### config.mk
export PLATFORM = sky130hd
export DESIGN_NAME = fetch_top
export DESIGN_NICKNAME = d
export VERILOG_FILES = /design/src/source/fetch_pkg.sv /design/src/source/icache_fill_if.sv /design/src/source/fetch_ctrl.sv /design/src/source/fetch_pc.sv /design/src/source/fetch_reg.sv /design/src/source/fetch_top.sv /design/src/source/icache_array.sv /design/src/source/refill_counter.sv
export SDC_FILE = /design/constraint.sdc
export NUM_CORES = 1
export LEC_CHECK = 0
export BUFFER_PORTS_ARGS = -buffer_cell sky130_fd_sc_hd__buf_2
export CORE_ASPECT_RATIO = 1.2
export CORE_MARGIN = 5
export CORE_UTILIZATION = 62
export CTS_CLUSTER_SIZE = 12
export DETAILED_ROUTE_END_ITERATION = 8
export GPL_ROUTABILITY_DRIVEN = 0
export PLACE_DENSITY = 0.88
export SLEW_MARGIN = 25
export SYNTH_ARGS = -nofsm -noshare
export SYNTH_HDL_FRONTEND = slang
export SYNTH_HIERARCHICAL = 1
export SYNTH_SLANG_ARGS = --single-unit
### constraint.sdc
create_clock -name clk -period 5.4 [get_ports clk]
set_input_delay 0.54 -clock clk [delete_from_list [all_inputs] [get_ports clk]]
set_output_delay 0.54 -clock clk [all_outputs]
set_load 0.1 [all_outputs]
### src/source/fetch_pkg.sv
package fetch_pkg;

    // byte address as seen by the fetch PC and the memory port
    typedef logic [31:0] addr_t;

    // one instruction, or one word on the memory bus
    typedef logic [31:0] word_t;

    // instruction pair
    // upper half is the insn at PC, lower half the insn at PC+4
    typedef logic [63:0] pair_t;

    // word position within a cache line
    typedef logic [1:0] word_sel_t;

    // line geometry
    localparam int LINE_WORDS = 4;
    localparam int LINE_BYTES = LINE_WORDS * 4;

    // no-op, fills the second slot when only one insn is fetched
    // andi r0, r0, 0
    localparam word_t NOP_INSN = 32'h0340_0000;

    // refill FSM states
    // LOOKUP     normal fetch, waits for hit or starts a refill
    // REQ        mem_req high, waiting for mem_ack
    // REL        mem_req low, waiting for mem_ack to drop
    // FILL_DONE  one cycle, marks the line valid
    typedef enum logic [1:0] {
        LOOKUP,
        REQ,
        REL,
        FILL_DONE
    } fetch_state_t;

endpackage

### src/source/icache_fill_if.sv
`timescale 1ns/1ps

interface icache_fill_if import fetch_pkg::*; #(
    parameter int LINES = 8
) ();

    localparam int IDX_W = $clog2(LINES);
    localparam int TAG_W = $bits(addr_t) - IDX_W - $clog2(LINE_BYTES);

    // one word written per pulse
    logic             wr_en;
    // target line, stable for the whole refill
    logic [IDX_W-1:0] wr_index;
    // word position inside the line
    word_sel_t        wr_word;
    // tag of the line being filled
    logic [TAG_W-1:0] wr_tag;
    word_t            wr_data;
    // single pulse after the fourth word, sets valid and tag
    logic             line_done;

    // refill control side
    modport ctrl (output wr_en, wr_index, wr_word, wr_tag, wr_data, line_done);

    // cache storage side
    modport array (input wr_en, wr_index, wr_word, wr_tag, wr_data, line_done);

endinterface

### src/source/fetch_ctrl.sv
`timescale 1ns/1ps

module fetch_ctrl import fetch_pkg::*; #(
    parameter int LINES = 8
) (
    input  logic        clk,
    input  logic        rstn,
    input  logic        stall,
    input  logic        flush,
    input  logic        hit,
    input  addr_t       pc,
    output logic        advance,
    output logic        mem_req,
    output addr_t       mem_addr,
    input  logic        mem_ack,
    input  word_t       mem_data,
    input  word_sel_t   word_sel,
    input  logic        last_word,
    output logic        count_step,
    output logic        count_clear,
    icache_fill_if.ctrl fill
);

    localparam int OFF_W  = $clog2(LINE_BYTES);
    localparam int IDX_W  = $clog2(LINES);
    localparam int LINE_W = $bits(addr_t) - OFF_W;
    localparam int TAG_W  = LINE_W - IDX_W;

    fetch_state_t      state;
    fetch_state_t      state_nxt;
    // line address of the refill, PC without the offset bits
    logic [LINE_W-1:0] line_addr;
    // word caught on the first ack cycle, written on release
    word_t             fill_data;
    logic              start_fill;

    // new refill only from LOOKUP on a clean miss
    // a flushed PC is about to be replaced, so skip it
    assign start_fill = (state == LOOKUP) && !hit && !stall && !flush;

    always_ff @(posedge clk or negedge rstn) begin
        if (!rstn) begin
            state <= LOOKUP;
        end else begin
            state <= state_nxt;
        end
    end

    always_comb begin
        state_nxt = state;
        case (state)
            LOOKUP: begin
                if (start_fill) begin
                    state_nxt = REQ;
                end
            end
            REQ: begin
                if (mem_ack) begin
                    state_nxt = REL;
                end
            end
            // wait for ack low before the next transfer
            REL: begin
                if (!mem_ack) begin
                    state_nxt = last_word ? FILL_DONE : REQ;
                end
            end
            FILL_DONE: state_nxt = LOOKUP;
            default: state_nxt = LOOKUP;
        endcase
    end

    always_ff @(posedge clk) begin
        if (start_fill) begin
            line_addr <= pc[$bits(addr_t)-1:OFF_W];
        end
        if (state == REQ && mem_ack) begin
            fill_data <= mem_data;
        end
    end

    // hit only counts in LOOKUP, a refill freezes the PC
    assign advance = (state == LOOKUP) && hit && !stall && !flush;

    // four-phase request, words from the line base upward
    assign mem_req  = (state == REQ);
    assign mem_addr = {line_addr, word_sel, 2'b00};

    assign count_clear = start_fill;
    // one step per completed transfer
    assign count_step  = (state == REL) && !mem_ack;

    // write lands as the handshake closes
    // so the last word is right before line_done
    assign fill.wr_en     = count_step;
    assign fill.wr_word   = word_sel;
    assign fill.wr_data   = fill_data;
    assign fill.wr_index  = line_addr[IDX_W-1:0];
    assign fill.wr_tag    = line_addr[LINE_W-1 -: TAG_W];
    assign fill.line_done = (state == FILL_DONE);

    // request and its address held until the responder acks
    a_req_held: assert property (
        @(posedge clk) disable iff (!rstn)
        (mem_req && !mem_ack) |=> (mem_req && $stable(mem_addr))
    );

    // a new transfer opens only once ack was seen low
    a_req_low: assert property (
        @(posedge clk) disable iff (!rstn)
        $rose(mem_req) |-> !$past(mem_ack)
    );

endmodule

### src/source/fetch_pc.sv
`timescale 1ns/1ps

module fetch_pc import fetch_pkg::*; #(
    parameter addr_t RESET_PC = '0
) (
    input  logic  clk,
    input  logic  rstn,
    input  logic  flush,
    input  addr_t redirect_pc,
    input  logic  advance,
    output addr_t pc
);

    addr_t pc_step;

    // aligned PC fetches a full pair, skip both words
    // PC at 8k+4 only gets one insn, so step by one word
    always_comb begin
        if (pc[2]) begin
            pc_step = pc + addr_t'(4);
        end else begin
            pc_step = pc + addr_t'(8);
        end
    end

    // flush wins over a step
    // no advance means miss, stall or refill, so just hold
    always_ff @(posedge clk or negedge rstn) begin
        if (!rstn) begin
            pc <= RESET_PC;
        end else if (flush) begin
            pc <= redirect_pc;
        end else if (advance) begin
            pc <= pc_step;
        end
    end

endmodule

### src/source/fetch_reg.sv
`timescale 1ns/1ps

module fetch_reg import fetch_pkg::*; (
    input  logic  clk,
    input  logic  rstn,
    input  logic  flush,
    input  logic  stall,
    input  logic  hit,
    input  addr_t pc_in,
    input  pair_t pair_in,
    input  logic  flag_in,
    output logic  icache_valid,
    output addr_t pc_out,
    output pair_t ir,
    output logic  flag
);

    // output stage toward decode
    // flush clears everything on the next edge, even under stall
    // otherwise load unless stalled
    always_ff @(posedge clk or negedge rstn) begin
        if (!rstn) begin
            icache_valid <= 1'b0;
            pc_out       <= '0;
            ir           <= '0;
            flag         <= 1'b0;
        end else if (flush) begin
            icache_valid <= 1'b0;
            pc_out       <= '0;
            ir           <= '0;
            flag         <= 1'b0;
        end else if (!stall) begin
            // valid follows the hit seen this cycle
            icache_valid <= hit;
            pc_out       <= pc_in;
            ir           <= pair_in;
            flag         <= flag_in;
        end
    end

endmodule

### src/source/fetch_top.sv
`timescale 1ns/1ps

module fetch_top import fetch_pkg::*; #(
    parameter int    LINES    = 8,
    parameter addr_t RESET_PC = '0
) (
    input  logic  clk,
    input  logic  rstn,
    input  logic  flush,
    input  logic  stall,
    input  addr_t redirect_pc,
    output logic  icache_valid,
    output addr_t pc_out,
    output pair_t ir,
    output logic  flag,
    output logic  mem_req,
    output addr_t mem_addr,
    input  logic  mem_ack,
    input  word_t mem_data
);

    addr_t     pc;
    logic      hit;
    logic      advance;
    pair_t     pair;
    logic      pair_flag;
    word_sel_t word_sel;
    logic      last_word;
    logic      count_step;
    logic      count_clear;

    // fill path from the refill FSM into the cache
    icache_fill_if #(.LINES(LINES)) fill_bus ();

    fetch_pc #(.RESET_PC(RESET_PC)) u_pc (
        .clk, .rstn, .flush, .redirect_pc, .advance, .pc
    );

    fetch_ctrl #(.LINES(LINES)) u_ctrl (
        .clk, .rstn, .stall, .flush, .hit, .pc, .advance,
        .mem_req, .mem_addr, .mem_ack, .mem_data,
        .word_sel, .last_word, .count_step, .count_clear,
        .fill(fill_bus.ctrl)
    );

    refill_counter u_cnt (
        .clk, .rstn, .count_clear, .count_step, .word_sel, .last_word
    );

    icache_array #(.LINES(LINES)) u_array (
        .clk, .rstn, .pc, .hit, .pair, .pair_flag, .fill(fill_bus.array)
    );

    // registered valid takes the qualified hit
    // so a hit seen during a refill is not delivered twice
    fetch_reg u_reg (
        .clk, .rstn, .flush, .stall, .hit(advance),
        .pc_in(pc), .pair_in(pair), .flag_in(pair_flag),
        .icache_valid, .pc_out, .ir, .flag
    );

endmodule

### src/source/icache_array.sv
`timescale 1ns/1ps

module icache_array import fetch_pkg::*; #(
    parameter int LINES = 8
) (
    input  logic         clk,
    input  logic         rstn,
    input  addr_t        pc,
    output logic         hit,
    output pair_t        pair,
    output logic         pair_flag,
    icache_fill_if.array fill
);

    localparam int OFF_W = $clog2(LINE_BYTES);
    localparam int IDX_W = $clog2(LINES);
    localparam int TAG_W = $bits(addr_t) - IDX_W - OFF_W;

    // line storage
    word_t            data [LINES][LINE_WORDS];
    logic [TAG_W-1:0] tags [LINES];
    logic [LINES-1:0] valid;

    // PC split into tag, index and word position
    logic [IDX_W-1:0] idx;
    logic [TAG_W-1:0] tag;
    word_sel_t        wsel;
    word_t            hi_word;
    word_t            lo_word;

    assign idx  = pc[OFF_W +: IDX_W];
    assign tag  = pc[$bits(addr_t)-1 -: TAG_W];
    assign wsel = pc[OFF_W-1:2];

    assign hit = valid[idx] && (tags[idx] == tag);

    // aligned PC has wsel 0 or 2, so wsel+1 stays in the line
    always_comb begin
        hi_word = data[idx][wsel];
        if (!pc[2]) begin
            lo_word   = data[idx][word_sel_t'(wsel + 1'b1)];
            pair_flag = 1'b1;
        end else begin
            lo_word   = NOP_INSN;
            pair_flag = 1'b0;
        end
        pair = {hi_word, lo_word};
    end

    always_ff @(posedge clk) begin
        if (fill.wr_en) begin
            data[fill.wr_index][fill.wr_word] <= fill.wr_data;
        end
        if (fill.line_done) begin
            tags[fill.wr_index] <= fill.wr_tag;
        end
    end

    // a line being overwritten is dropped at its first word
    // and comes back once line_done arrives
    always_ff @(posedge clk or negedge rstn) begin
        if (!rstn) begin
            valid <= '0;
        end else if (fill.line_done) begin
            valid[fill.wr_index] <= 1'b1;
        end else if (fill.wr_en) begin
            valid[fill.wr_index] <= 1'b0;
        end
    end

    // completion follows the last-position write directly
    a_done_after_last: assert property (
        @(posedge clk) disable iff (!rstn)
        fill.line_done |->
            $past(fill.wr_en && fill.wr_word == word_sel_t'(LINE_WORDS - 1))
    );

endmodule

### src/source/refill_counter.sv
`timescale 1ns/1ps

module refill_counter import fetch_pkg::*; (
    input  logic      clk,
    input  logic      rstn,
    input  logic      count_clear,
    input  logic      count_step,
    output word_sel_t word_sel,
    output logic      last_word
);

    // final word of the line
    assign last_word = (word_sel == word_sel_t'(LINE_WORDS - 1));

    // clear at refill start, step per word
    // wraps to zero after the last word
    always_ff @(posedge clk or negedge rstn) begin
        if (!rstn) begin
            word_sel <= '0;
        end else if (count_clear) begin
            word_sel <= '0;
        end else if (count_step) begin
            if (last_word) begin
                word_sel <= '0;
            end else begin
                word_sel <= word_sel + 1'b1;
            end
        end
    end

    // clear is issued in LOOKUP, steps only inside a refill
    a_step_clear: assert property (
        @(posedge clk) disable iff (!rstn)
        !(count_step && count_clear)
    );

endmodule

==> results of run 1 <==
area by class of cell:
class	instances	area, µm²	share of cell area
flip-flops and latches	1426	42100	0.673
multi-input cells	1072	12700	0.203
clock buffers	228	4070	0.0650
repair buffers	316	2170	0.0347
well taps	1159	1450	0.0232
clock inverters	11	97.6	0.00156
inverters	5	20.0	0.000320
flip-flops by register name, summed over array words and instances, names as in the netlist, named ones only:
signal and flops:
u_cnt/word_sel 2, u_ctrl/fill.wr_data 32, u_pc/pc 32, u_reg/icache_valid 1
u_array/tags 200, u_reg/flag 1, u_reg/pc_out 32, u_array/data 1024
u_reg/ir 64, u_ctrl/line_addr 28, u_ctrl/state 2
power by group through the flow:
stage                     Clock (µW)  Sequential, µW  Combinational (µW)
after global routing            9780           13200                2870
final                           9250           13200                2790
after CTS                       9270           13200                2670
after floorplan                    0           13600                1570
after detailed placement           0           13400                2570
after global placement             0           13300                2490
routing by layer:
layer | vias up | wire (µm) | part of all wire
met1 | 15400 | 49000 | 0.31
met2 | 3244 | 78800 | 0.49
met4 | 0 | 11100 | 0.069
li1 | 11300 | - | -
met3 | 736 | 20600 | 0.13
met5 | - | 0 | 0
repair_timing:
item | 4_1_cts | 5_1_grt
endpoints found under the setup margin | 0 | 3
setup buffers | 0 | 1
hold buffers | 32 | 0
endpoints found under the hold margin | 103 | 0
through the flow:
stage	instance area [µm²]	setup slack [ns]	hold slack, ns	util	power (µW)
6_report	62600	0.220	0.0373	0.703	25200
4_1_cts	62400	0.255	0.000982	0.700	25200
5_1_grt	62600	0.0622	0.0240	0.703	25900
3_3_place_gp	57900	0.668	0.459	0.650	15800
3_5_place_dp	57900	0.430	0.471	0.650	16000
2_1_floorplan	55500	1.26	0.244	-	15200
cells in the final DEF, fill, tap and decap left out, types with 10 or more instances in the layout:
cell type and instances:
a31oi_1 10, and2_1 39, and3_1 11, buf_2 194, buf_4 70, clkbuf_1 72
clkbuf_16 147, dfrtp_1 137, dlygate4sd3_1 32, edfxtp_1 1284, mux2_2 20, mux2i_1 146
mux4_2 345, nand2_1 142, nand3_1 18, nand4_1 14, nor2_1 121, nor2_4 32
o21ai_0 20, xnor2_1 27
how the worst min path moves through the flow:
stage / from / to / slack (ns) / depth (start not counted)
global route: mem_data[2] / u_ctrl/fill.wr_data[2] / 0.02 / 1
detailed placement: register / register / 0.47 / 1
floorplan: rstn / async pin / 0.24 / 0
global placement: register / register / 0.46 / 1
finish: redirect_pc[0] / u_pc/pc[0] / 0.04 / 2
CTS: redirect_pc[0] / u_pc/pc[0] / 0.001 / 2
cells by family (layout without fill, tap and decap cells):
family	Yosys count	in the layout	synth area share
DFF	1426	1426	0.758
muxes	511	511	0.170
and+or+nand+nor	432	432	0.0362
buffers and inverters	177	560	0.0179
AOI/OAI and AO/OA	89	89	0.0113
xor gates and xnor gates	36	36	0.00568
adders and majority gates	2	2	0.000450
other	1	2	0.0000675
==> results.sh, run 1 <==
export IMPL_run_status="complete, no violations"
export IMPL_grt_pass1_vias=31200
export IMPL_synth_cells=2674
export IMPL_grt_overflow_total=0
export IMPL_timing_fmax_mhz=193
export IMPL_port_buffers=197
export IMPL_rsz0062_at_grt="no"
export IMPL_number_of_antenna_violating_nets_in_the_routed_design=0
export IMPL_synth_edf_count=1284
export IMPL_globalRouteMet2Util=0.544
export IMPL_yosys_most_used_dff="edfxtp_1"
export IMPL_ys_top_cells_by_count="edfxtp_1 (1,284), mux4_2 (345), nor2_1 (153)"
export IMPL_synth_area_leader_cell="edfxtp_1"
export IMPL_critical_path_peak_fanout=36
export IMPL_setup_violations=0
export IMPL_cp_data_arrival_time_ns=5.82
export IMPL_cts_sink_count=1426
export IMPL_die_height_um=338
export IMPL_cts_tree="done"
export IMPL_cts_buffer_depth=3
export IMPL_worstSetupStartpointType="register"
export IMPL_io_pins=200
export IMPL_r2r_worst_path_cells=13
export IMPL_synth_seq_area_share=0.758
export IMPL_mean_cell_area_of_the_mapped_netlist_um2=20.8
export IMPL_startpoint="u_pc/pc[6]"
export IMPL_crit_path_cell_trace="nor2b_1 -> a22oi_1 -> a21oi_1 -> o22ai_1 -> or4_1 -> nor4_2 -> nand2_1 -> nor3_1 -> buf_4 -> and4_1 -> nand4_1 -> or4_1 -> a31oi_1"
export IMPL_netlist_area_leader_share=0.694
export IMPL_grt_start_max_net_pins=160
export IMPL_timing_clock_skew_ns=0.0338
export IMPL_hold_path_class="in -> reg"
export IMPL_worst_r2r_startpoint="u_pc/pc[6]"
export IMPL_crit_buf_inv=1
export IMPL_static_leakage_power_uw=0.0212
export IMPL_global_route_wire_length_before_repair_mm=226
export IMPL_m1_gr_usage=0.414
export IMPL_post_cts_resize_count=0
export IMPL_cell_internal_power_uw=18700
export IMPL_min_period_over_period=0.959
export IMPL_worst_path_largest_cell_delay_ns=0.69
export IMPL_yosysMostFrequentCell="edfxtp_1"
export IMPL_initial_utilization=0.624
export IMPL_crit_path_end="u_pc/pc[30]"
export IMPL_core_rowCount=120
export IMPL_hpwl_mm=82.0
export IMPL_power_switching_uw=6570
export IMPL_crit_cells=13
export IMPL_power_frac_comb=0.111
export IMPL_ys_top_cells_by_area="edfxtp_1 (69%), mux4_2 (14%), dfrtp_1 (6.4%), mux2i_1 (2.6%), nor2_1 (1.0%)"
export IMPL_synth_area_mm2=0.0555
export IMPL_cap_viol_max_count=0
export IMPL_critPathTopFamily="simple AND/OR/NAND/NOR gates"
export IMPL_detail_route_wirelength_mm=159
export IMPL_buffer_cell_driving_the_clock_tree_root="clkbuf_16"
export IMPL_power_density_mw_per_mm2=403
export IMPL_worst_path_clk_slew_ns=0.06
export IMPL_cts_buffers_inserted=140
export IMPL_finish_cell_count_without_fillers=4217
export IMPL_sequentialPowerShare=0.523
export IMPL_slew_violations=0
export IMPL_detailroute_via_count=30800
export IMPL_route_detailed_drc=0
export IMPL_critPathSlowestCell="dfrtp_4"
export IMPL_post_route_min_period_ns=5.18
export IMPL_numPlacedInstances=3932
export IMPL_num_nets_final=3032
export IMPL_gr_max_usage_layer="met2"
export IMPL_cp_common_cell="or4_1"
export IMPL_drive_above_1_share=0.286
export IMPL_antenna_found_initial=0
export IMPL_asyncSetResetFlopFracSynth=0.0996
export IMPL_hold_violations=0
export IMPL_routed_via_density=7.29
export IMPL_worst_slew_pin_slew_ns=1.12
export IMPL_clockPowerShare=0.366
export IMPL_synth_lib_cells_used_distinct=67
export IMPL_final_fill_count=4678
export IMPL_critical_setup_path_kind="reg -> reg"
export IMPL_finalSetupTns_ns=0
export IMPL_worst_setup_path_end_kind="register"
export IMPL_vdd_drop_max_v=0.000371
export IMPL_drt_iter0_drc=5574
export IMPL_worst_skew_pair_late_latency_ns=0.75
export IMPL_synth_warning_count=6
export IMPL_worst_ep_required_time_ns=6.04
export IMPL_route_detailed_wl_per_inst_um=37.8
export IMPL_flow_area_growth_from_synthesis_pct=12.8
export IMPL_cts_htree_levels=4
export IMPL_power_switching_fraction=0.260
export IMPL_die_width_um=283
export IMPL_antenna_diode_count=0
export IMPL_placeableCoreArea_mm2=0.0890
export IMPL_r2r_slack_ns=0.22
export IMPL_worst_r2r_endpoint="u_pc/pc[30]"
export IMPL_first_pass_iters=8
export IMPL_die_area_mm2=0.0957
export IMPL_gr_usage_met3=0.0771
export IMPL_grt_use_total=0.331
export IMPL_synth_ff_latch_count=1426
export IMPL_slew_limit_headroom=0.248
(Power assumes the default switching activity.)
==> run 2, diff against run 1 <==
--- a/config.mk
+++ b/config.mk
@@ -8,13 +8,12 @@
 export BUFFER_PORTS_ARGS = -buffer_cell sky130_fd_sc_hd__buf_2
 export CORE_ASPECT_RATIO = 1.2
 export CORE_MARGIN = 5
-export CORE_UTILIZATION = 62
+export CORE_UTILIZATION = 61
 export CTS_CLUSTER_SIZE = 12
 export DETAILED_ROUTE_END_ITERATION = 8
 export GPL_ROUTABILITY_DRIVEN = 0
-export PLACE_DENSITY = 0.88
+export PLACE_DENSITY = 0.87
 export SLEW_MARGIN = 25
 export SYNTH_ARGS = -nofsm -noshare
 export SYNTH_HDL_FRONTEND = slang
-export SYNTH_HIERARCHICAL = 1
 export SYNTH_SLANG_ARGS = --single-unit
==> results.sh, run 2 <==
export IMPL_run_status="complete, no violations"
export IMPL_hold_depth=1
export IMPL_power_density_mw_per_mm2=404
export IMPL_ys_top_cells_by_count="edfxtp_1 (1,284), mux4_2 (322), mux2i_1 (152)"
export IMPL_first_pass_iters=7
export IMPL_placeableCoreArea_mm2=0.0904
export IMPL_synth_lib_cells_used_distinct=55
export IMPL_static_leakage_power_uw=0.0212
export IMPL_cts_tree="done"
export IMPL_synth_area_mm2=0.0553
export IMPL_mean_cell_area_of_the_mapped_netlist_um2=20.2
export IMPL_route_detailed_drc=0
export IMPL_largestRegisters="u_array.data: 1024 flops, u_array.tags: 200 flops, u_reg.ir: 64 flops"
export IMPL_critical_path_peak_fanout=32
export IMPL_cts_buffer_depth=3
export IMPL_worst_slew_pin_slew_ns=1.14
export IMPL_r2r_worst_path_cells=10
export IMPL_die_area_mm2=0.0969
export IMPL_die_width_um=285
export IMPL_top_library_cells_by_usage_in_the_layout_fill_and_taps_aside="edfxtp_1 (1,284), mux4_2 (322), buf_2 (194), mux2i_1 (152), clkbuf_16 (141)"
export IMPL_route_detailed_wl_per_inst_um=36.6
export IMPL_hold_violations=0
export IMPL_synth_area_leader_cell="edfxtp_1"
export IMPL_cap_viol_max_count=0
export IMPL_worst_path_largest_cell_delay_ns=0.89
export IMPL_grt_start_max_net_pins=156
export IMPL_synth_seq_area_share=0.761
export IMPL_grt_use_total=0.324
export IMPL_num_nets_final=3104
export IMPL_setup_violations=0
export IMPL_port_buffers=197
export IMPL_timing_fmax_mhz=231
export IMPL_yosys_most_used_dff="edfxtp_1"
export IMPL_detailroute_via_count=31600
export IMPL_synth_warning_count=0
export IMPL_core_rowCount=121
export IMPL_initial_utilization=0.612
export IMPL_rsz0062_at_grt="no"
export IMPL_worstSetupStartpointType="register"
export IMPL_synth_ff_latch_count=1426
export IMPL_drive_above_1_share=0.262
export IMPL_worst_setup_path_end_kind="register"
export IMPL_crit_path_cell_trace="buf_4 -> mux2i_1 -> a22oi_1 -> and3_1 -> o22ai_1 -> nor4_1 -> and4_1 -> nor3_2 -> buf_4 -> o21bai_1"
export IMPL_worst_r2r_startpoint="u_pc.pc[4]"
export IMPL_synth_edf_count=1284
export IMPL_worstHoldStart="mem_data[17]"
export IMPL_r2r_slack_ns=1.07
export IMPL_ys_top_cells_by_area="edfxtp_1 (70%), mux4_2 (13%), dfrtp_1 (6.4%), mux2i_1 (2.7%), nand2_1 (0.92%)"
export IMPL_sequentialPowerShare=0.521
export IMPL_synth_cells=2741
export IMPL_worst_ep_required_time_ns=6.02
export IMPL_cell_internal_power_uw=18500
export IMPL_grt_overflow_total=0
export IMPL_cp_common_cell="buf_4"
export IMPL_min_period_over_period=0.801
export IMPL_finalSetupTns_ns=0
export IMPL_worst_skew_pair_late_latency_ns=0.76
export IMPL_netlist_area_leader_share=0.697
export IMPL_worst_r2r_endpoint="u_ctrl.state[0]"
export IMPL_timing_clock_skew_ns=0.0412
export IMPL_layout_cells_most_common="edfxtp_1"
export IMPL_largest_register_ff_count=1024
export IMPL_critical_setup_path_kind="reg -> reg"
export IMPL_finish_cell_count_without_fillers=4302
export IMPL_yosysMostFrequentCell="edfxtp_1"
export IMPL_crit_buf_inv=2
export IMPL_cts_htree_levels=4
export IMPL_vdd_drop_max_v=0.000339
export IMPL_critPathSlowestCell="nor4_1"
export IMPL_global_route_wire_length_before_repair_mm=226
export IMPL_slew_violations=0
export IMPL_hpwl_mm=82.3
export IMPL_power_switching_fraction=0.266
export IMPL_worst_path_clk_slew_ns=0.06
export IMPL_min_delay_worst_endpoint="u_ctrl.fill.wr_data[17]"
export IMPL_final_fill_count=4933
export IMPL_drt_iter0_drc=5384
export IMPL_critPathTopFamily="simple AND/OR/NAND/NOR gates"
export IMPL_cts_sink_count=1426
export IMPL_die_height_um=340
export IMPL_clockPowerShare=0.368
export IMPL_grt_pass1_vias=32200
export IMPL_power_switching_uw=6710
export IMPL_cts_buffers_inserted=140
export IMPL_buffer_cell_driving_the_clock_tree_root="clkbuf_16"
export IMPL_number_of_antenna_violating_nets_in_the_routed_design=0
export IMPL_antenna_found_initial=4
export IMPL_post_route_min_period_ns=4.33
export IMPL_routed_via_density=7.35
export IMPL_flow_area_growth_from_synthesis_pct=12.8
export IMPL_post_cts_setup_buffers=0
export IMPL_io_pins=200
export IMPL_cp_data_arrival_time_ns=4.95
export IMPL_numPlacedInstances=4021
export IMPL_power_frac_comb=0.111
export IMPL_asyncSetResetFlopFracSynth=0.0996
export IMPL_register_with_the_most_flip_flops="u_array.data"
export IMPL_detail_route_wirelength_mm=158
export IMPL_slew_limit_headroom=0.239
export IMPL_hold_path_class="in -> reg"
[run 2: cell count changes after synthesis, sizes merged, moves of 16 or more]
| cell | previous run | this run |
|---|---|---|
| nand3 | 18 | 41 |
| clkbuf | 40 | 91 |
| nor2b | 4 | 20 |
| mux4 | 345 | 322 |
| nor2 | 153 | 110 |
| o221ai | 0 | 29 |
| a21oi | 5 | 58 |
| xnor2 | 27 | 7 |
| buf | 132 | 66 |
| nor3 | 5 | 29 |
[run 2: area by class of cell]
type,instances,area [µm²],area share
Sequential cell,1426,42100,0.675
Multi-Input combinational cell,1143,12600,0.202
Clock buffer,229,3930,0.0629
Timing Repair Buffer,300,1940,0.0311
Tap cell,1168,1460,0.0234
Clock inverter,19,327,0.00523
Inverter,16,61.3,0.000982
Antenna cell,1,2.50,0.0000401
[run 2: metrics by stage]
step	power (µW)	utilization	hold slack (ns)	worst slack [ns]	cell area [µm²]
after floorplan	15100	-	0.244	0.927	55400
after global placement	15800	0.640	0.470	1.28	57800
after detailed placement	16000	0.640	0.488	1.18	57800
after CTS	25200	0.690	0.00119	1.02	62400
after global routing	25900	0.691	0.0247	0.893	62400
final	25200	0.691	0.0334	1.07	62400
[run 2: power by group through the flow]
stage	logic [µW]	clock network (µW)	registers, µW
2_1_floorplan	1320	0	13800
3_3_place_gp	2540	0	13300
3_5_place_dp	2640	0	13300
4_1_cts	2730	9310	13100
5_1_grt	2880	9830	13200
6_report	2790	9290	13100
[run 2: worst max-delay path by stage]
stage / from / endpoint / slack [ns] / depth (start not counted)
detailed placement: u_pc.pc[4] / u_ctrl.state[0] / 1.18 / 10
finish: u_pc.pc[4] / u_ctrl.state[0] / 1.07 / 10
global route: u_pc.pc[4] / u_ctrl.state[0] / 0.89 / 10
floorplan: u_pc.pc[6] / u_ctrl.line_addr[0] / 0.93 / 9
global placement: u_pc.pc[4] / u_ctrl.state[0] / 1.28 / 10
CTS: u_pc.pc[4] / u_reg.ir[40] / 1.02 / 8
[run 2: cells by family after synthesis]
logic type               Yosys count  synth area share
adder cells (fa/ha/maj)            8           0.00181
AND/OR/NAND/NOR                  443            0.0380
flip-flops                      1426             0.761
buffers and inverters            173            0.0133
other                              1         0.0000678
multiplexers                     479             0.160
AO/OA/AOI/OAI                    192            0.0234
XOR/XNOR                          19           0.00301
[run 2: repair_timing]
action	4_1_cts	5_1_grt
hold buffers	28	0
endpoints found under the setup margin	0	0
endpoints found under the hold margin	76	0
resized for setup	0	0
[run 2: layer usage]
metal,vias to the layer above,share of wire,wire length [µm],GRT usage
li1,11700,-,-,-
met1,15900,0.32,49800,0.415
met2,3248,0.49,77100,0.526
met3,680,0.13,20600,0.0802
met4,2,0.065,10200,0.166
met5,-,0.000063,10,0
